File: config.mk
export PLATFORM = sky130hd
export DESIGN_NAME = camera_tracker_top
export DESIGN_NICKNAME = d
export VERILOG_FILES = /design/src/design/tracker_pkg.sv /design/src/design/camera_tracker_top.sv /design/src/design/centroid_tracker.sv /design/src/design/serial_divider.sv /design/src/design/pixel_threshold.sv /design/src/design/camera_pixel_rx.sv
export SDC_FILE = /design/constraint.sdc
export NUM_CORES = 1
export LEC_CHECK = 0
export BUFFER_PORTS_ARGS = -buffer_cell sky130_fd_sc_hd__buf_2
export CAP_MARGIN = 40
export CORE_MARGIN = 2
export CORE_UTILIZATION = 35
export DETAILED_ROUTE_END_ITERATION = 16
export REMOVE_ABC_BUFFERS = 1
export SLEW_MARGIN = 20
export SYNTH_ARGS = -nofsm -noshare
export SYNTH_HDL_FRONTEND = slang
export SYNTH_SLANG_ARGS = --single-unit
File: constraint.sdc
create_clock -name clk_camera -period 5.6 [get_ports clk_camera]
set_clock_uncertainty 0.15 [all_clocks]
set_input_delay 1.12 -clock clk_camera [delete_from_list [all_inputs] [get_ports clk_camera]]
set_output_delay 1.12 -clock clk_camera [all_outputs]
set_load 0.005 [all_outputs]
File: src/design/tracker_pkg.sv
package tracker_pkg;

  // largest frame the pixel counters can address
  localparam int unsigned FRAME_W = 1280;
  localparam int unsigned FRAME_H = 720;

  // accumulator and divider widths
  localparam int unsigned SUM_W   = 32;
  localparam int unsigned COUNT_W = 20;

  // pixel column and line number, sized from the frame limits
  typedef logic [$clog2(FRAME_W)-1:0] hcount_t;
  typedef logic [$clog2(FRAME_H)-1:0] vcount_t;

  // rgb565 pixel as rebuilt from two camera bytes
  typedef logic [15:0] pixel_t;

  // one 8-bit colour channel, also used for the bounds
  typedef logic [7:0] channel_t;

  // raw byte from the camera data pins
  typedef logic [7:0] cam_byte_t;

  // coordinate sums, dividend and quotient
  typedef logic [SUM_W-1:0] sum_t;

  // masked pixel count, also the divisor
  typedef logic [COUNT_W-1:0] count_t;

  // channel fed to the threshold compare
  typedef enum logic [1:0] {
    CH_RED   = 2'd0,
    CH_GREEN = 2'd1,
    CH_BLUE  = 2'd2,
    CH_LUMA  = 2'd3
  } channel_sel_e;

  // which half of the pixel the next camera byte carries
  typedef enum logic {
    PH_HIGH = 1'b0,
    PH_LOW  = 1'b1
  } byte_phase_e;

  // divider fsm
  typedef enum logic {
    DIV_IDLE = 1'b0,
    DIV_RUN  = 1'b1
  } div_state_e;

endpackage
File: src/design/camera_tracker_top.sv
`timescale 1ns/1ps

module camera_tracker_top (
  input  logic                      clk_camera,
  input  logic                      recent_reset,
  input  logic                      cam_pclk_i,
  input  logic                      cam_hsync_i,
  input  logic                      cam_vsync_i,
  input  tracker_pkg::cam_byte_t    cam_data_i,
  input  tracker_pkg::channel_sel_e channel_sel_i,
  input  tracker_pkg::channel_t     lower_bound_i,
  input  tracker_pkg::channel_t     upper_bound_i,
  output tracker_pkg::hcount_t      com_x_o,
  output tracker_pkg::vcount_t      com_y_o,
  output logic                      com_valid_o
);
  import tracker_pkg::*;

  // receiver to threshold
  logic    pix_valid;
  pixel_t  pix_data;
  hcount_t pix_x;
  vcount_t pix_y;
  logic    rx_frame_end;

  // threshold to tracker
  logic    mask_valid;
  logic    mask_hit;
  hcount_t mask_x;
  vcount_t mask_y;
  logic    mask_frame_end;

  camera_pixel_rx u_pixel_rx (
    .clk_camera   (clk_camera),
    .recent_reset (recent_reset),
    .cam_pclk_i   (cam_pclk_i),
    .cam_hsync_i  (cam_hsync_i),
    .cam_vsync_i  (cam_vsync_i),
    .cam_data_i   (cam_data_i),
    .pix_valid_o  (pix_valid),
    .pix_data_o   (pix_data),
    .pix_x_o      (pix_x),
    .pix_y_o      (pix_y),
    .frame_end_o  (rx_frame_end)
  );

  pixel_threshold u_threshold (
    .clk_camera    (clk_camera),
    .recent_reset  (recent_reset),
    .pix_valid_i   (pix_valid),
    .pix_data_i    (pix_data),
    .pix_x_i       (pix_x),
    .pix_y_i       (pix_y),
    .frame_end_i   (rx_frame_end),
    .channel_sel_i (channel_sel_i),
    .lower_bound_i (lower_bound_i),
    .upper_bound_i (upper_bound_i),
    .mask_valid_o  (mask_valid),
    .mask_hit_o    (mask_hit),
    .mask_x_o      (mask_x),
    .mask_y_o      (mask_y),
    .frame_end_o   (mask_frame_end)
  );

  centroid_tracker u_centroid (
    .clk_camera   (clk_camera),
    .recent_reset (recent_reset),
    .mask_valid_i (mask_valid),
    .mask_hit_i   (mask_hit),
    .mask_x_i     (mask_x),
    .mask_y_i     (mask_y),
    .frame_end_i  (mask_frame_end),
    .com_x_o      (com_x_o),
    .com_y_o      (com_y_o),
    .com_valid_o  (com_valid_o)
  );

endmodule

File: src/design/centroid_tracker.sv
`timescale 1ns/1ps

module centroid_tracker (
  input  logic                 clk_camera,
  input  logic                 recent_reset,
  input  logic                 mask_valid_i,
  input  logic                 mask_hit_i,
  input  tracker_pkg::hcount_t mask_x_i,
  input  tracker_pkg::vcount_t mask_y_i,
  input  logic                 frame_end_i,
  output tracker_pkg::hcount_t com_x_o,
  output tracker_pkg::vcount_t com_y_o,
  output logic                 com_valid_o
);
  import tracker_pkg::*;

  // running totals for the current frame
  sum_t   sum_x_q;
  sum_t   sum_y_q;
  count_t count_q;

  // operands frozen at frame end while the dividers work
  sum_t   dividend_x_q;
  sum_t   dividend_y_q;
  count_t divisor_q;

  logic div_start;
  logic div_busy;
  logic div_done_x;
  logic div_done_y;
  logic both_done;
  sum_t quo_x;
  sum_t quo_y;

  // both dividers see the same start and cycle count, so done lines up
  assign both_done = div_done_x & div_done_y;

  always_ff @(posedge clk_camera) begin
    if (recent_reset) begin
      sum_x_q     <= '0;
      sum_y_q     <= '0;
      count_q     <= '0;
      div_start   <= 1'b0;
      div_busy    <= 1'b0;
      com_valid_o <= 1'b0;
      com_x_o     <= '0;
      com_y_o     <= '0;
    end else begin
      div_start   <= 1'b0;
      com_valid_o <= 1'b0;
      if (frame_end_i) begin
        // empty frames and frames ending mid-divide are dropped
        if ((count_q != '0) && !div_busy) begin
          div_start <= 1'b1;
          div_busy  <= 1'b1;
        end
        sum_x_q <= '0;
        sum_y_q <= '0;
        count_q <= '0;
      end else if (mask_valid_i && mask_hit_i) begin
        sum_x_q <= sum_x_q + sum_t'(mask_x_i);
        sum_y_q <= sum_y_q + sum_t'(mask_y_i);
        count_q <= count_q + 1'b1;
      end
      // quotients fit the coordinate range since they are averages
      if (both_done) begin
        div_busy    <= 1'b0;
        com_valid_o <= 1'b1;
        com_x_o     <= hcount_t'(quo_x);
        com_y_o     <= vcount_t'(quo_y);
      end
    end
  end

  always_ff @(posedge clk_camera) begin
    if (frame_end_i && (count_q != '0) && !div_busy) begin
      dividend_x_q <= sum_x_q;
      dividend_y_q <= sum_y_q;
      divisor_q    <= count_q;
    end
  end

  serial_divider u_div_x (
    .clk_camera   (clk_camera),
    .recent_reset (recent_reset),
    .start_i      (div_start),
    .dividend_i   (dividend_x_q),
    .divisor_i    (divisor_q),
    .quotient_o   (quo_x),
    .done_o       (div_done_x)
  );

  serial_divider u_div_y (
    .clk_camera   (clk_camera),
    .recent_reset (recent_reset),
    .start_i      (div_start),
    .dividend_i   (dividend_y_q),
    .divisor_i    (divisor_q),
    .quotient_o   (quo_y),
    .done_o       (div_done_y)
  );

endmodule

File: src/design/serial_divider.sv
`timescale 1ns/1ps

module serial_divider (
  input  logic                clk_camera,
  input  logic                recent_reset,
  input  logic                start_i,
  input  tracker_pkg::sum_t   dividend_i,
  input  tracker_pkg::count_t divisor_i,
  output tracker_pkg::sum_t   quotient_o,
  output logic                done_o
);
  import tracker_pkg::*;

  div_state_e state_q;
  // one step per quotient bit
  logic [$clog2(SUM_W)-1:0] step_q;
  // remainder stays below the divisor, one spare bit for the shift
  logic [COUNT_W:0] rem_q;
  logic [COUNT_W:0] rem_shift;
  logic [COUNT_W:0] rem_diff;
  logic             q_bit;
  // dividend shifts out the top while quotient bits shift in below
  sum_t   quo_q;
  count_t div_q;

  assign rem_shift = {rem_q[COUNT_W-1:0], quo_q[SUM_W-1]};
  assign q_bit     = (rem_shift >= {1'b0, div_q});
  assign rem_diff  = rem_shift - {1'b0, div_q};

  always_ff @(posedge clk_camera) begin
    if (recent_reset) begin
      state_q <= DIV_IDLE;
      step_q  <= '0;
      done_o  <= 1'b0;
    end else begin
      done_o <= 1'b0;
      case (state_q)
        DIV_IDLE: begin
          if (start_i) begin
            state_q <= DIV_RUN;
            step_q  <= '0;
          end
        end
        default: begin
          step_q <= step_q + 1'b1;
          // last bit lands together with done
          if (int'(step_q) == SUM_W - 1) begin
            state_q <= DIV_IDLE;
            done_o  <= 1'b1;
          end
        end
      endcase
    end
  end

  // datapath, loaded on start and shifted while running
  always_ff @(posedge clk_camera) begin
    if (state_q == DIV_IDLE) begin
      if (start_i) begin
        quo_q <= dividend_i;
        div_q <= divisor_i;
        rem_q <= '0;
      end
    end else begin
      // restore by keeping the shifted value when the trial subtract fails
      rem_q <= q_bit ? rem_diff : rem_shift;
      quo_q <= {quo_q[SUM_W-2:0], q_bit};
    end
  end

  // floor of dividend / divisor, held after done
  assign quotient_o = quo_q;

endmodule

File: src/design/pixel_threshold.sv
`timescale 1ns/1ps

module pixel_threshold (
  input  logic                      clk_camera,
  input  logic                      recent_reset,
  input  logic                      pix_valid_i,
  input  tracker_pkg::pixel_t       pix_data_i,
  input  tracker_pkg::hcount_t      pix_x_i,
  input  tracker_pkg::vcount_t      pix_y_i,
  input  logic                      frame_end_i,
  input  tracker_pkg::channel_sel_e channel_sel_i,
  input  tracker_pkg::channel_t     lower_bound_i,
  input  tracker_pkg::channel_t     upper_bound_i,
  output logic                      mask_valid_o,
  output logic                      mask_hit_o,
  output tracker_pkg::hcount_t      mask_x_o,
  output tracker_pkg::vcount_t      mask_y_o,
  output logic                      frame_end_o
);
  import tracker_pkg::*;

  channel_t    red8;
  channel_t    green8;
  channel_t    blue8;
  channel_t    luma8;
  channel_t    chan_sel;
  // 2r + 5g + b tops out at 2004, eleven bits
  logic [10:0] luma_sum;
  logic        hit;

  // widen rgb565 fields by zero padding the low bits
  assign red8   = {pix_data_i[15:11], 3'b000};
  assign green8 = {pix_data_i[10:5], 2'b00};
  assign blue8  = {pix_data_i[4:0], 3'b000};

  assign luma_sum = (11'(red8) << 1) + (11'(green8) * 11'd5) + 11'(blue8);
  // divide by 8, truncated
  assign luma8    = luma_sum[10:3];

  always_comb begin
    case (channel_sel_i)
      CH_RED:   chan_sel = red8;
      CH_GREEN: chan_sel = green8;
      CH_BLUE:  chan_sel = blue8;
      default:  chan_sel = luma8;
    endcase
  end

  // both bounds inclusive
  assign hit = (chan_sel >= lower_bound_i) && (chan_sel <= upper_bound_i);

  always_ff @(posedge clk_camera) begin
    if (recent_reset) begin
      mask_valid_o <= 1'b0;
      frame_end_o  <= 1'b0;
    end else begin
      mask_valid_o <= pix_valid_i;
      // same one cycle delay keeps frame end behind the last mask strobe
      frame_end_o  <= frame_end_i;
    end
  end

  always_ff @(posedge clk_camera) begin
    mask_hit_o <= hit;
    mask_x_o   <= pix_x_i;
    mask_y_o   <= pix_y_i;
  end

endmodule

File: src/design/camera_pixel_rx.sv
`timescale 1ns/1ps

module camera_pixel_rx (
  input  logic                  clk_camera,
  input  logic                  recent_reset,
  input  logic                  cam_pclk_i,
  input  logic                  cam_hsync_i,
  input  logic                  cam_vsync_i,
  input  tracker_pkg::cam_byte_t cam_data_i,
  output logic                  pix_valid_o,
  output tracker_pkg::pixel_t   pix_data_o,
  output tracker_pkg::hcount_t  pix_x_o,
  output tracker_pkg::vcount_t  pix_y_o,
  output logic                  frame_end_o
);
  import tracker_pkg::*;

  // two sync stages per control line, then a delayed copy for edge detect
  logic pclk_s1;
  logic pclk_s2;
  logic pclk_d;
  logic hs_s1;
  logic hs_s2;
  logic hs_d;
  logic vs_s1;
  logic vs_s2;
  logic vs_d;
  // data only travels alongside pclk, so it gets the same two stages
  cam_byte_t data_s1;
  cam_byte_t data_s2;

  logic pclk_rise;
  logic hs_fall;
  logic vs_rise;

  byte_phase_e phase_q;
  cam_byte_t   hi_byte_q;
  hcount_t     hcount_q;
  vcount_t     vcount_q;

  always_ff @(posedge clk_camera) begin
    if (recent_reset) begin
      pclk_s1 <= 1'b0;
      pclk_s2 <= 1'b0;
      pclk_d  <= 1'b0;
      hs_s1   <= 1'b0;
      hs_s2   <= 1'b0;
      hs_d    <= 1'b0;
      vs_s1   <= 1'b0;
      vs_s2   <= 1'b0;
      vs_d    <= 1'b0;
    end else begin
      pclk_s1 <= cam_pclk_i;
      pclk_s2 <= pclk_s1;
      pclk_d  <= pclk_s2;
      hs_s1   <= cam_hsync_i;
      hs_s2   <= hs_s1;
      hs_d    <= hs_s2;
      vs_s1   <= cam_vsync_i;
      vs_s2   <= vs_s1;
      vs_d    <= vs_s2;
    end
  end

  always_ff @(posedge clk_camera) begin
    data_s1 <= cam_data_i;
    data_s2 <= data_s1;
  end

  assign pclk_rise = pclk_s2 & ~pclk_d;
  assign hs_fall   = ~hs_s2 & hs_d;
  assign vs_rise   = vs_s2 & ~vs_d;

  // byte pairing fsm and the h/v counters
  always_ff @(posedge clk_camera) begin
    if (recent_reset) begin
      phase_q     <= PH_HIGH;
      hcount_q    <= '0;
      vcount_q    <= '0;
      pix_valid_o <= 1'b0;
      frame_end_o <= 1'b0;
    end else begin
      pix_valid_o <= 1'b0;
      // rising vsync closes the frame
      frame_end_o <= vs_rise;
      if (!hs_s2) begin
        // blanking between lines
        hcount_q <= '0;
        phase_q  <= PH_HIGH;
      end else if (pclk_rise) begin
        if (phase_q == PH_HIGH) begin
          phase_q <= PH_LOW;
        end else begin
          phase_q     <= PH_HIGH;
          pix_valid_o <= 1'b1;
          // saturate at the last supported column
          if (hcount_q < hcount_t'(FRAME_W - 1)) begin
            hcount_q <= hcount_q + 1'b1;
          end
        end
      end
      // vsync holds the line counter at the top of the frame
      if (vs_s2) begin
        vcount_q <= '0;
      end else if (hs_fall && (vcount_q < vcount_t'(FRAME_H - 1))) begin
        vcount_q <= vcount_q + 1'b1;
      end
    end
  end

  // payload, captured with the strobes above
  always_ff @(posedge clk_camera) begin
    if (hs_s2 && pclk_rise) begin
      if (phase_q == PH_HIGH) begin
        hi_byte_q <= data_s2;
      end else begin
        pix_data_o <= {hi_byte_q, data_s2};
        pix_x_o    <= hcount_q;
        pix_y_o    <= vcount_q;
      end
    end
  end

endmodule

# Yosys cells after proc, flatten, opt, wreduce, memory -nomap -nowiden
# Cells that the tools add are included.
totals:
  reg_bits: 468
  input_bits: 31
  output_inout_bits: 22
  wordCells: 132
classes:
  add_sub_neg: 11
  n_mul: 1
  order_cmp: 6
  n_eq_ne: 4
  mux: 24
  bitwise: 12
  n_reduce_logical: 26
op_table:
  columns: ["cell", "n"]
  rows:
  - ["2-to-1 mux 32 bit", 4]
  - ["2-to-1 mux 20 bit", 5]
  - [">= comparator 21 x 20 -> 1 bit", 2]
  - ["subtractor 20 bit", 2]
  - ["adder 32 x 10 -> 32 bit", 1]
  - ["adder 32 x 11 -> 32 bit", 1]
  - ["case mux 8 bit (3 select lines)", 1]
  - ["adder 20 x 1 -> 20 bit, second input constant", 1]
  - ["nonzero test 20 bit", 1]
  - ["2-to-1 mux 5 bit", 3]
  - ["OR reduction 2 bit", 7]
  - ["adder 11 x 1 -> 11 bit, second input constant", 1]
  - ["adder 11 x 8 -> 11 bit", 1]
  - ["adder 9 x 11 -> 11 bit", 1]
  - ["< comparator 11 bit, second input constant", 1]
  - ["2-to-1 mux 1 bit", 11]
  - ["adder 10 x 1 -> 10 bit, second input constant", 1]
  - ["adder 5 x 1 -> 5 bit, second input constant", 2]
  - ["== test 5 bit, second input constant", 2]
  - ["< comparator 10 bit, second input constant", 1]
  - ["AND reduction 2 bit", 5]
  - ["multiplier 6 x 3 -> 9 bit, second input constant", 1]
  - [">= comparator 8 bit", 1]
  - ["less-or-equal comparator 8 bit", 1]
  - ["other kinds (10)", 27]

# Longest topological paths before layout
# Gate-level depths: netlist (run 1).
logic_depth:
  word_depth: 6
  mapped_depth: 17
  depth_no_buf: 17

# Modules after synthesis
# Synthesis (run 1) repeated with hierarchy kept, for this count alone.
unflattened:
  hier_cells: 1758
  hier_area_um2: 21090.2
modules_own_cells:
  columns: ["module", "n_inst", "cells_per_inst", "area_each_um2"]
  rows:
  - ["serial_divider", 2, 357, 4346.7]
  - ["centroid_tracker", 1, 678, 7734.9]
  - ["camera_pixel_rx", 1, 217, 3084.2]
  - ["pixel_threshold", 1, 149, 1577.8]

# Worst setup path after synthesis (run 1)
# Ideal clock, no wire load.
synth_timing:
  kind: "reg-to-reg"
  from: "register u_centroid.count_q[0]"
  to: "register u_centroid.dividend_x_q[0], enable pin"
  t_arrival_ps: 4440
  t_required_ps: 4923
  path_slack_ps: 483
  stages_incl_launch_ff: 7
  period_less_slack_ps: 5117
  path_cell_list: "dfxtp_1 > inv_1 > ha_1 > nor4b_1 > nand4_1 > o41ai_1 > nor2_1"
synth_between:
  elab_chain_cells: 3
synth_rtl:
  columns: ["item", "line_no", "text"]
  rows:
  - ["from (decl)", "centroid_tracker.sv:20", "count_t count_q;"]
  - ["from (signal assigned)", "centroid_tracker.sv:63", "count_q <= count_q + 1'b1;"]
  - ["nonzero test 20 bit", "centroid_tracker.sv:76", "if (frame_end_i && (count_q != '0) && !div_busy) begin"]
  - ["logical AND 1 bit (2 in a row)", "centroid_tracker.sv:76", null]
  - ["to (signal assigned)", "centroid_tracker.sv:77", "dividend_x_q <= sum_x_q;"]
  - ["to (decl)", "centroid_tracker.sv:23", "sum_t dividend_x_q;"]
# No other way between the ends.
# A chain may end at the register's enable or synchronous reset.

# Final worst setup path (run 1)
layout_timing:
  from: "register u_pixel_rx.pix_data_o[8]"
  to: "register u_threshold.mask_hit_o"
layout_between:
  elab_chain_cells: 6
  elab_cells_between_ends: 7
  classes_between: "add/sub: 2; mul: 1; order compare: 2; mux: 1; reduce/logical: 1"
layout_rtl:
  columns: ["item", "line_no", "text"]
  rows:
  - ["from (decl)", "camera_pixel_rx.sv:11", "output tracker_pkg::pixel_t pix_data_o,"]
  - ["from (signal assigned)", "camera_pixel_rx.sv:117", "pix_data_o <= {hi_byte_q, data_s2};"]
  - ["multiplier 6 x 3 -> 9 bit", "pixel_threshold.sv:36", "assign luma_sum = (11'(red8) << 1) + (11'(green8) * 11'd5) + 11'(blue8);"]
  - ["adder 9 x 11 -> 11 bit", "pixel_threshold.sv:36", null]
  - ["adder 11 x 8 -> 11 bit", "pixel_threshold.sv:36", null]
  - ["case mux 8 bit (3 select lines) (*)", "pixel_threshold.sv:41", "case (channel_sel_i)"]
  - [">= comparator 8 bit or less-or-equal comparator 8 bit (tied branches)", "pixel_threshold.sv:50", "assign hit = (chan_sel >= lower_bound_i) && (chan_sel <= upper_bound_i);"]
  - ["logical AND 1 bit (*)", "pixel_threshold.sv:50", null]
  - ["via u_threshold.hit", "pixel_threshold.sv:29", "logic hit;"]
  - ["to (signal assigned)", "pixel_threshold.sv:64", "mask_hit_o <= hit;"]
  - ["to (decl)", "pixel_threshold.sv:15", "output logic mask_hit_o,"]
# Mark *: on every way through the listed nets, which the timed path passes. The rest lies on a longest branch.

==> run summary, run 1 <==
Measured slew at the worst slew-check pin: 0.758 ns
Largest net degree at the start of global routing: 65
Hpwl dp: 26.2 mm
CTS Sinks: 468
Worst Path Arrival: 4.80 ns
Combinational Power Share: 1.0%
Final wirelength: 38.3 mm
Starting density of the core: 35.2%
Buf/Inv on CP: 1
Type of origin of the critical path: flip-flop
Setup Fix Bufs, Post-CTS: 0
Clock transition at path regs: 0.06 ns
GP Congestion: 0.799
CTS tree: yes
Worst path cell trace: ha_1 -> ha_1 -> fa_1 -> xor2_1 -> fa_1 -> ha_1 -> inv_1 -> o21bai_1 -> a21o_1 -> a21oi_1 -> xor2_1 -> mux4_2 -> ha_1 -> nand3_1 -> nor2_1 -> nand2_1 -> a21oi_1
Initial antenna violation count: 1
Chip Width: 247 um
Cell mode on critical path: ha_1
Flip-flop and latch count after synthesis: 468
Distinct cells, synth: 76
CP delay by family, top: adder cells
DRC violations left: 0
Die height: 247 um
Slowest-stage cell, CP: mux4_2
Area Growth Syn to Fin: 13.9%
Internal power: 5.53 mW
All-layer global routing usage: 12.7%
Ys flop type: edfxtp_1
Wire length per cell: 14.7 um
CP Max Fanout: 3
Worst slew margin: 48.8%
1st-pass router iterations: 5
Final setup vio count: 0
Final Non-Filler Cells: 2600
Synth Instances: 1715
Post-cts resize count: 0
Share of power burned in registers: 52.2%
Setup TNS: 0 ns
Share of post-route cells with drive strength above 1: 13.7%
Bufs on Longest Clock Path: 3
Async set-or-reset flop fraction in the synthesized netlist: 0%
Via density: 4.85
DR iter-0 viols: 672
# rows: 89
CTS hold repair buffers: 0
Nets@finish: 1926
Area leader, netlist: edfxtp_1
Net Sw Frac: 20.1%
Slew Viols, Final: 0
CTS buffer count: 50
Post-synthesis sequential area ratio: 58.6%
Maximum clock frequency: 226 MHz
Final min period: 4.43 ns
DR vias: 12614
Status: finished clean
GRT overflow: 0
Worst EP required: 5.96 ns
First-pass GRT wire length: 63.0 mm
Net switching power: 1.39 mW
Critical path class: reg2reg
Vias in the first global route: 12841
Mapped Area: 20700 sq um
Final Cycle Share: 79.2%
Final Hold Fails: 0
Post-route ant nets: 0
Most common cell in the netlist: edfxtp_1
Buffers added on ports: 52
Clock power frac: 46.8%
IO Count: 53
Synth Warn #: 0
RSZ-0062 raised after global routing: no
Post-synth EDFFs: 273
Crit-path max cell delay: 0.49 ns
H-tree depth: 2
HP Class: reg2reg
Core area: 58700 sq um
Leakage: 8.76 nW
CTS root buffer: clkbuf_16
Top-area cell type share of the netlist area: 39.7%
Top post-synthesis cells by area: edfxtp_1 40%, dfxtp_1 19%, ha_1 6.1%
Avg Inst Size Synth: 12.0 sq um
Clock Latency Late Sink: 0.58 ns
Placed Cells incl. Taps: 2503
Commonest cells post-synth: 273 x edfxtp_1, 195 x dfxtp_1, 155 x nor2_1, 102 x inv_1, 101 x ha_1
Die Area: 61000 sq um
Critical path endpoint category: flip-flop
Max Cap Violations: 0
Worst vdd ir: 210 uV
Power density over cell area: 294 nW/um^2
[state kept, by name, summed over array words and instances (netlist names), 32 cells and up]
name	cells
u_centroid.dividend_x_q	32
u_centroid.dividend_y_q	32
u_centroid.sum_x_q	32
u_centroid.sum_y_q	32
u_centroid.u_div_x.quotient_o	32
u_centroid.u_div_y.quotient_o	32
[worst reg2reg max path, delay by kind of cell (launching register included)]
kind	cells	cell delay, ns
compound gates	4	0.59
xor+xnor	2	0.36
fa+ha+maj	6	2.03
buf+inv	1	0.06
flops	1	0.44
mux	1	0.49
simple gates	3	0.26
[metrics by stage]
stage	power, mW	instance area (sq um)	hold slack [ns]	util [%]	setup slack, ns
2_1_floorplan	3.73	20400	0.160	-	0.483
3_3_place_gp	3.76	21800	0.160	37.1	1.23
3_5_place_dp	3.76	21900	0.162	37.3	1.19
4_1_cts	7.03	23500	0.176	40.0	1.16
5_1_grt	7.17	23500	0.189	40.1	0.917
6_report	6.93	23500	0.177	40.1	1.17
[placed cells by master (no fill, tap or decap), types with 6 or more instances in the layout]
| cell type | instances |
|---|---|
| a211oi_1 | 13 |
| a21o_1 | 26 |
| a21oi_1 | 88 |
| a22o_1 | 23 |
| a31oi_1 | 9 |
| and2_1 | 6 |
| and3_1 | 27 |
| and4_1 | 6 |
| buf_2 | 52 |
| buf_4 | 15 |
| clkbuf_1 | 9 |
| clkbuf_16 | 50 |
| clkinv_1 | 6 |
| clkinv_2 | 11 |
| dfxtp_1 | 193 |
| edfxtp_1 | 273 |
| fa_1 | 10 |
| ha_1 | 101 |
| inv_1 | 100 |
| mux2_2 | 62 |
| mux2i_1 | 33 |
| nand2_1 | 94 |
| nand2b_1 | 16 |
| nand3_1 | 40 |
| nand4_1 | 21 |
| nor2_1 | 153 |
| nor2b_1 | 46 |
| nor3_1 | 21 |
| nor3b_1 | 14 |
| nor4_1 | 9 |
| o21a_1 | 11 |
| o21ai_0 | 48 |
| o21bai_1 | 7 |
| or3_1 | 12 |
| xnor2_1 | 65 |
| xor2_1 | 55 |
[layer usage]
| layer | GRT usage (%) | vias to the layer above | wire length, um |
|---|---|---|---|
| met5 | 0 | - | 0 |
| met4 | 4.64 | 0 | 1100 |
| met3 | 2.41 | 83 | 1420 |
| met2 | 21.6 | 215 | 18200 |
| met1 | 16.0 | 6004 | 17600 |
| li1 | - | 6312 | - |
[worst paths after layout]
check                                                 endpoint                          startpoint  depth (start not counted)  slack, ns
worst max-delay path            u_threshold.mask_hit_o$_DFF_P_  u_pixel_rx.pix_data_o[8]$_DFFE_PP_                         17       1.17
worst min-delay path             u_pixel_rx.data_s2[0]$_DFF_P_       u_pixel_rx.data_s1[0]$_DFF_P_                          0       0.18
worst max register to register  u_threshold.mask_hit_o$_DFF_P_  u_pixel_rx.pix_data_o[8]$_DFFE_PP_                         17       1.17
worst min register to register   u_pixel_rx.data_s2[0]$_DFF_P_       u_pixel_rx.data_s1[0]$_DFF_P_                          0       0.18
[kinds of logic after synthesis]
logic type | share of synthesized area [%]
AND/OR/NAND/NOR | 11.7
flip-flops | 58.6
AO/OA/AOI/OAI | 9.04
buffers and inverters | 2.96
XOR/XNOR | 5.09
adder cells (fa/ha/maj) | 7.09
multiplexers | 5.53
[power groups by stage]
stage          Sequential, mW  Clock, mW  Combinational [mW]
6_report                 3.62       3.24              0.0684
5_1_grt                  3.62       3.47              0.0775
4_1_cts                  3.62       3.34              0.0695
3_5_place_dp             3.69          0              0.0691
3_3_place_gp             3.69          0              0.0672
2_1_floorplan            3.69          0              0.0377
[layout make-up]
type                       instances  area (sq um)
sequential                       468         12100
clock buffer                      63          1340
tap                              773           967
fill                            5443         35200
timing repair buffer              72           485
clock inverter                    31           287
antenna                            1          2.50
multi-input combinational       1090          7960
inverter                         102           383
Note: power is estimated with default switching activity, not from simulation.
==> run 2, diff against run 1 <==
clock period = 4.45 ns   (was 5.6 ns; I/O delays follow)
==> run 2 against run 1 <==
Non-clock buffer count is 1 lower; cell area is 0.70% higher; flip-flop and latch count stayed put; maximum frequency is 3.5% higher.
==> run summary, run 2 (same netlist as run 1, synthesis figures left out) <==
First-pass GRT wire length: 63.9 mm (+1.4%)
CP Max Fanout: 3 (unchanged)
Max Cap Violations: 0 (unchanged)
1st-pass router iterations: 5 (unchanged)
End of the critical path: u_threshold.mask_hit_o$_DFF_P_
Cells on worst reg2reg path: 15 (-2)
Met2 Resource Use GR: 22.2% (+0.56 points)
Stages on worst setup path: 15 (-2)
Grt peak-use layer: met2
# rows: 89 (unchanged)
Most common cell after layout, fill and taps aside: edfxtp_1
Post-route ant nets: 0 (unchanged)
Final Cycle Share: 96.2% (+17 points)
Net switching power: 1.76 mW (+27%)
Placed Cells incl. Taps: 2503 (unchanged)
Met3 Usage GRT: 2.14% (-0.27 points)
Clock Latency Late Sink: 0.58 ns (about the same)
Status: finished clean
Slew Viols, Final: 0 (unchanged)
Share of post-route cells with drive strength above 1: 14.5% (+0.74 points)
Clock transition at path regs: 0.06 ns (about the same)
Starting density of the core: 35.2% (unchanged)
Internal power: 7.30 mW (+32%)
Initial antenna violation count: 0 (-1)
Chip Width: 247 um (unchanged)
R2R Setup Slk: 0.17 ns (-1.00 ns)
IO Count: 53 (unchanged)
Worst Setup SP: u_pixel_rx.pix_data_o[8]$_DFFE_PP_
GP Congestion: 0.804 (+0.56%)
Type of origin of the critical path: flip-flop
Nets@finish: 1924 (-0.10%)
Commonest non-fill, non-tap cells in the layout: 273 x edfxtp_1, 193 x dfxtp_1, 153 x nor2_1
GRT overflow: 0 (unchanged)
Worst Path Arrival: 4.59 ns (-0.21 ns)
Net Sw Frac: 19.5% (-0.66 points)
Power density over cell area: 383 nW/um^2 (+30%)
Vias in the first global route: 12843 (+0.016%)
Final min period: 4.28 ns (-0.151 ns)
Measured slew at the worst slew-check pin: 0.819 ns (+0.0612 ns)
Setup TNS: 0 ns (unchanged)
Share of power burned in registers: 50.2% (-2.0 points)
Largest net degree at the start of global routing: 85 (+31%)
CTS buffer count: 49 (-2.0%)
DR vias: 12647 (+0.26%)
Critical path class: reg2reg
Worst path cell trace: ha_1 -> ha_2 -> fa_2 -> fa_1 -> ha_4 -> a21oi_2 -> o21bai_2 -> a21o_1 -> a21oi_2 -> xor2_1 -> mux4_2 -> ha_4 -> nand3_1 -> o21ai_1 -> a21oi_2
Reg2reg end: u_threshold.mask_hit_o$_DFF_P_
Wire length per cell: 15.0 um (+1.5%)
Core area: 58700 sq um (unchanged)
DR iter-0 viols: 704 (+4.8%)
Slowest-stage cell, CP: fa_2
Critical path endpoint category: flip-flop
Bufs on Longest Clock Path: 3 (unchanged)
Clock power frac: 48.8% (+2.0 points)
Buf/Inv on CP: 0 (-1)
HP Class: reg2reg
Final setup vio count: 0 (unchanged)
Die Area: 61000 sq um (unchanged)
Worst vdd ir: 273 uV (+29%)
Crit-path max cell delay: 0.54 ns (+0.05 ns)
CTS tree: yes
Leakage: 8.78 nW (+0.23%)
Hold WS: 0.175 ns (-0.00202 ns)
RSZ-0062 raised after global routing: no
Global Route met1 Usage: 16.3% (+0.26 points)
Final wirelength: 38.9 mm (+1.4%)
Die height: 247 um (unchanged)
DRC violations left: 0 (unchanged)
Via density: 4.87 (+0.42%)
Reg-to-reg startpoint: u_pixel_rx.pix_data_o[8]$_DFFE_PP_
Maximum clock frequency: 233 MHz (+3.5%)
All-layer global routing usage: 12.9% (+0.23 points)
CTS Sinks: 468 (unchanged)
Final Non-Filler Cells: 2596 (-0.15%)
Hpwl dp: 26.3 mm (+0.49%)
H-tree depth: 2 (unchanged)
CTS hold repair buffers: 0 (unchanged)
Final Hold Fails: 0 (unchanged)
Buffers added on ports: 52 (unchanged)
Worst EP required: 4.75 ns (-1.21 ns)
Worst slew margin: 44.7% (-4.1 points)
Area Growth Syn to Fin: 14.7%
CP delay by family, top: adder cells
CTS root buffer: clkbuf_16
Cell mode on critical path: a21oi_2
Combinational Power Share: 1.0% (about the same)
-- run 2: cell types whose count changed in the layout (fill, tap and decap cells not counted), sizes merged --
cell and change:
clkinvlp +4, buf -1, inv -3, bufinv +6
clkinv -7, clkbuf -3
-- run 2: final cells by class --
cell class / instances / area (sq um)
sequential: 468 / 12100
multi-input combinational: 1090 / 8040
fill: 5480 / 35000
clock inverter: 31 / 439
tap: 773 / 967
inverter: 102 / 383
clock buffer: 60 / 1330
timing repair buffer: 71 / 423
antenna: 1 / 2.50
-- run 2: metrics by stage --
stage / power (mW) / setup WS [ns] / util (%) / cell area, sq um
floorplan: 4.69 / -0.667 / - / 20400
global placement: 4.73 / 0.0763 / 37.1 / 21800
detailed placement: 4.74 / 0.00670 / 37.2 / 21800
CTS: 9.19 / 0.00187 / 40.2 / 23600
global route: 9.37 / 0.00867 / 40.4 / 23700
finish: 9.06 / 0.167 / 40.4 / 23700
-- run 2: power groups by stage --
stage	clock network (mW)	registers [mW]	logic, mW
floorplan	0	4.64	0.0474
global placement	0	4.65	0.0867
detailed placement	0	4.65	0.0891
CTS	4.55	4.55	0.0891
global route	4.71	4.55	0.103
finish	4.42	4.55	0.0909
-- run 2: repair_timing --
action | 4_1_cts | 5_1_grt
resized for setup | 0 | 14
endpoints found under the setup margin | 0 | 1
buffers inserted | 0 | 1
endpoints found under the hold margin | 0 | 0
-- run 2: worst min path at each step --
stage	startpoint	to	slack, ns	depth (start not counted)
after CTS	u_pixel_rx.data_s1[4]$_DFF_P_	u_pixel_rx.data_s2[4]$_DFF_P_	0.18	0
final	u_pixel_rx.data_s1[6]$_DFF_P_	u_pixel_rx.data_s2[6]$_DFF_P_	0.17	0
after floorplan	u_pixel_rx.data_s1[0]$_DFF_P_	u_pixel_rx.data_s2[0]$_DFF_P_	0.16	0
after global placement	u_pixel_rx.data_s1[0]$_DFF_P_	u_pixel_rx.data_s2[0]$_DFF_P_	0.16	0
after global routing	u_pixel_rx.data_s1[6]$_DFF_P_	u_pixel_rx.data_s2[6]$_DFF_P_	0.18	0
after detailed placement	u_pixel_rx.data_s1[4]$_DFF_P_	u_pixel_rx.data_s2[4]$_DFF_P_	0.16	0
-- run 2: layer usage --
metal / share of wire (%) / vias to the layer above
met2: 48 / 176
met5: 0 / -
met3: 3.2 / 70
met4: 2.9 / 0
met1: 46 / 6114
li1: - / 6287
==> run 3, diff against run 2 <==
CORE_ASPECT_RATIO = 2   (was unset)
CTS_BUF_LIST = sky130_fd_sc_hd__clkbuf_2   (was unset)
==> run 3 against run 2 <==
Maximum frequency decreased by 1.5%; hold slack got worse by 0.016 ns; sequential power is essentially flat; worst setup slack worse by 0.066 ns; routed wire length rose by 0.86%; die area rose by 0.20%; non-clock buffer count grew 18; global-route usage is 0.25 points higher; critical endpoint unchanged; largest power group unchanged.
==> run summary, run 3 (same netlist as run 1, synthesis figures left out) <==
Status: finished clean
Final wirelength: 39.2 mm (+0.86%)
Critical path class: reg2reg
Type of origin of the critical path: flip-flop
Power density over cell area: 315 nW/um^2 (-18%)
Cells on worst reg2reg path: 15 (unchanged)
CTS buffer count: 103 (+110%)
RSZ-0062 raised after global routing: yes
Maximum clock frequency: 230 MHz (-1.5%)
First-pass GRT wire length: 65.2 mm (+2.1%)
DR iter-0 viols: 645 (-8.4%)
Reg2reg end: u_threshold.mask_hit_o$_DFF_P_
Max Cap Violations: 0 (unchanged)
Bufs on Longest Clock Path: 3 (unchanged)
Reg-to-reg startpoint: u_pixel_rx.pix_data_o[8]$_DFFE_PP_
Wire length per cell: 14.4 um (-3.6%)
Slowest-stage cell, CP: fa_2
Clock transition at path regs: 0.12 ns (+0.06 ns)
Nets@finish: 1996 (+3.7%)
Most common cell after layout, fill and taps aside: edfxtp_1
DR vias: 12942 (+2.3%)
HP Class: in2reg
Slew Viols, Final: 0 (unchanged)
Initial antenna violation count: 2 (+2)
CP delay by family, top: adder cells
All-layer global routing usage: 13.2% (+0.25 points)
Leakage: 8.78 nW (about the same)
Via density: 4.77 (-2.2%)
Largest net degree at the start of global routing: 68 (-20%)
Area Growth Syn to Fin: 12.3%
1st-pass router iterations: 5 (unchanged)
Hold Startpoint: recent_reset
H-tree depth: 3 (+1)
Worst path cell trace: ha_1 -> ha_4 -> fa_2 -> fa_1 -> ha_4 -> a21oi_2 -> o21bai_2 -> a21o_1 -> a21oi_2 -> xor2_1 -> mux4_2 -> ha_4 -> nand3_2 -> o21ai_1 -> a21oi_2
Worst EP required: 5.15 ns (+0.40 ns)
CTS Sinks: 468 (unchanged)
Chip Width: 176 um (-29%)
Crit-path max cell delay: 0.57 ns (+0.03 ns)
Hpwl dp: 26.4 mm (+0.51%)
R2R Setup Slk: 0.10 ns (-0.07 ns)
Placed Cells incl. Taps: 2500 (-0.12%)
Vias in the first global route: 13184 (+2.7%)
Stages on worst setup path: 15 (unchanged)
CP Max Fanout: 3 (unchanged)
GRT overflow: 0 (unchanged)
CTS tree: yes
Die Area: 61100 sq um (+0.20%)
Critical path endpoint category: flip-flop
DRC violations left: 0 (unchanged)
Final min period: 4.35 ns (+0.0659 ns)
Worst hold stages: 2 (+2)
GP Congestion: 0.813 (+1.1%)
Core area: 58600 sq um (about the same)
Worst Setup SP: u_pixel_rx.pix_data_o[8]$_DFFE_PP_
Worst slew margin: 47.9% (+3.2 points)
Share of post-route cells with drive strength above 1: 18.7% (+4.2 points)
Tot Pwr: 7.29 mW (-20%)
Die height: 348 um (+41%)
Buffers added on ports: 52 (unchanged)
Commonest non-fill, non-tap cells in the layout: 273 x edfxtp_1, 193 x dfxtp_1, 153 x nor2_1, 153 x clkbuf_2, 99 x inv_1
Worst Path Arrival: 5.05 ns (+0.46 ns)
Final Hold Fails: 0 (unchanged)
Starting density of the core: 35.2% (about the same)
Final setup vio count: 0 (unchanged)
Final Non-Filler Cells: 2716 (+4.6%)
Measured slew at the worst slew-check pin: 0.771 ns (-0.0481 ns)
CTS root buffer: clkbuf_2
Clock Latency Late Sink: 1.08 ns (+0.50 ns)
Final Cycle Share: 97.7% (+1.5 points)
Hold Path Sink: u_centroid.u_div_x.step_q[4]$_SDFFE_PP0P_
Buf/Inv on CP: 0 (unchanged)
IO Count: 53 (unchanged)
Worst vdd ir: 195 uV (-29%)
# rows: 126 (+42%)
Post-route ant nets: 0 (unchanged)
-- run 3: how the worst max path moves through the flow --
stage	endpoint
after global routing	u_threshold.mask_hit_o$_DFF_P_
final	u_threshold.mask_hit_o$_DFF_P_
after detailed placement	u_threshold.mask_hit_o$_DFF_P_
after floorplan	u_centroid.dividend_x_q[0]$_DFFE_PP_
after global placement	u_threshold.mask_hit_o$_DFF_P_
after CTS	u_threshold.mask_hit_o$_DFF_P_
-- run 3: final cells by class --
class | count | area, sq um
Clock buffer | 153 | 766
Fill cell | 5762 | 35500
Antenna cell | 3 | 7.51
Timing Repair Buffer | 89 | 666
Sequential cell | 468 | 12100
Multi-Input combinational cell | 1090 | 8090
Tap cell | 768 | 961
Inverter | 102 | 383
Clock inverter | 43 | 208
-- run 3: layer usage --
metal / part of all wire (%) / vias up / wire length (um) / track usage (%)
met4: 2.2 / 0 / 877 / 5.01
met5: 0 / - / 0 / 0
met3: 3.3 / 64 / 1310 / 2.49
met2: 49 / 188 / 19400 / 22.9
met1: 45 / 6174 / 17600 / 16.1
li1: - / 6516 / - / -
-- run 3: stage by stage --
step,cell area (sq um),setup WS (ns),utilization [%],hold slack [ns],setup TNS [ns]
floorplan,20400,-0.667,-,0.160,-56.06
global placement,21800,0.0517,37.2,0.162,0
detailed placement,21900,0.00966,37.3,0.163,0
CTS,23000,0.0329,39.3,0.0493,0
global route,23200,-0.0183,39.5,0.0963,-0.0183
finish,23200,0.101,39.5,0.158,0
-- run 3: report_power, final --
part / switching (mW) / internal [mW]
clock: 1.65 / 0.994
combinational: 0.0595 / 0.0461
sequential: 0.00615 / 4.54
-- run 3: repair_timing --
action                     4_1_cts  5_1_grt
resized for setup                4       20
gates cloned                     0        0
setup endpoints to repair        1        1
hold endpoints to repair        11        0
pin swaps                        4       20
setup buffers                    3        3
hold buffers                    11        0
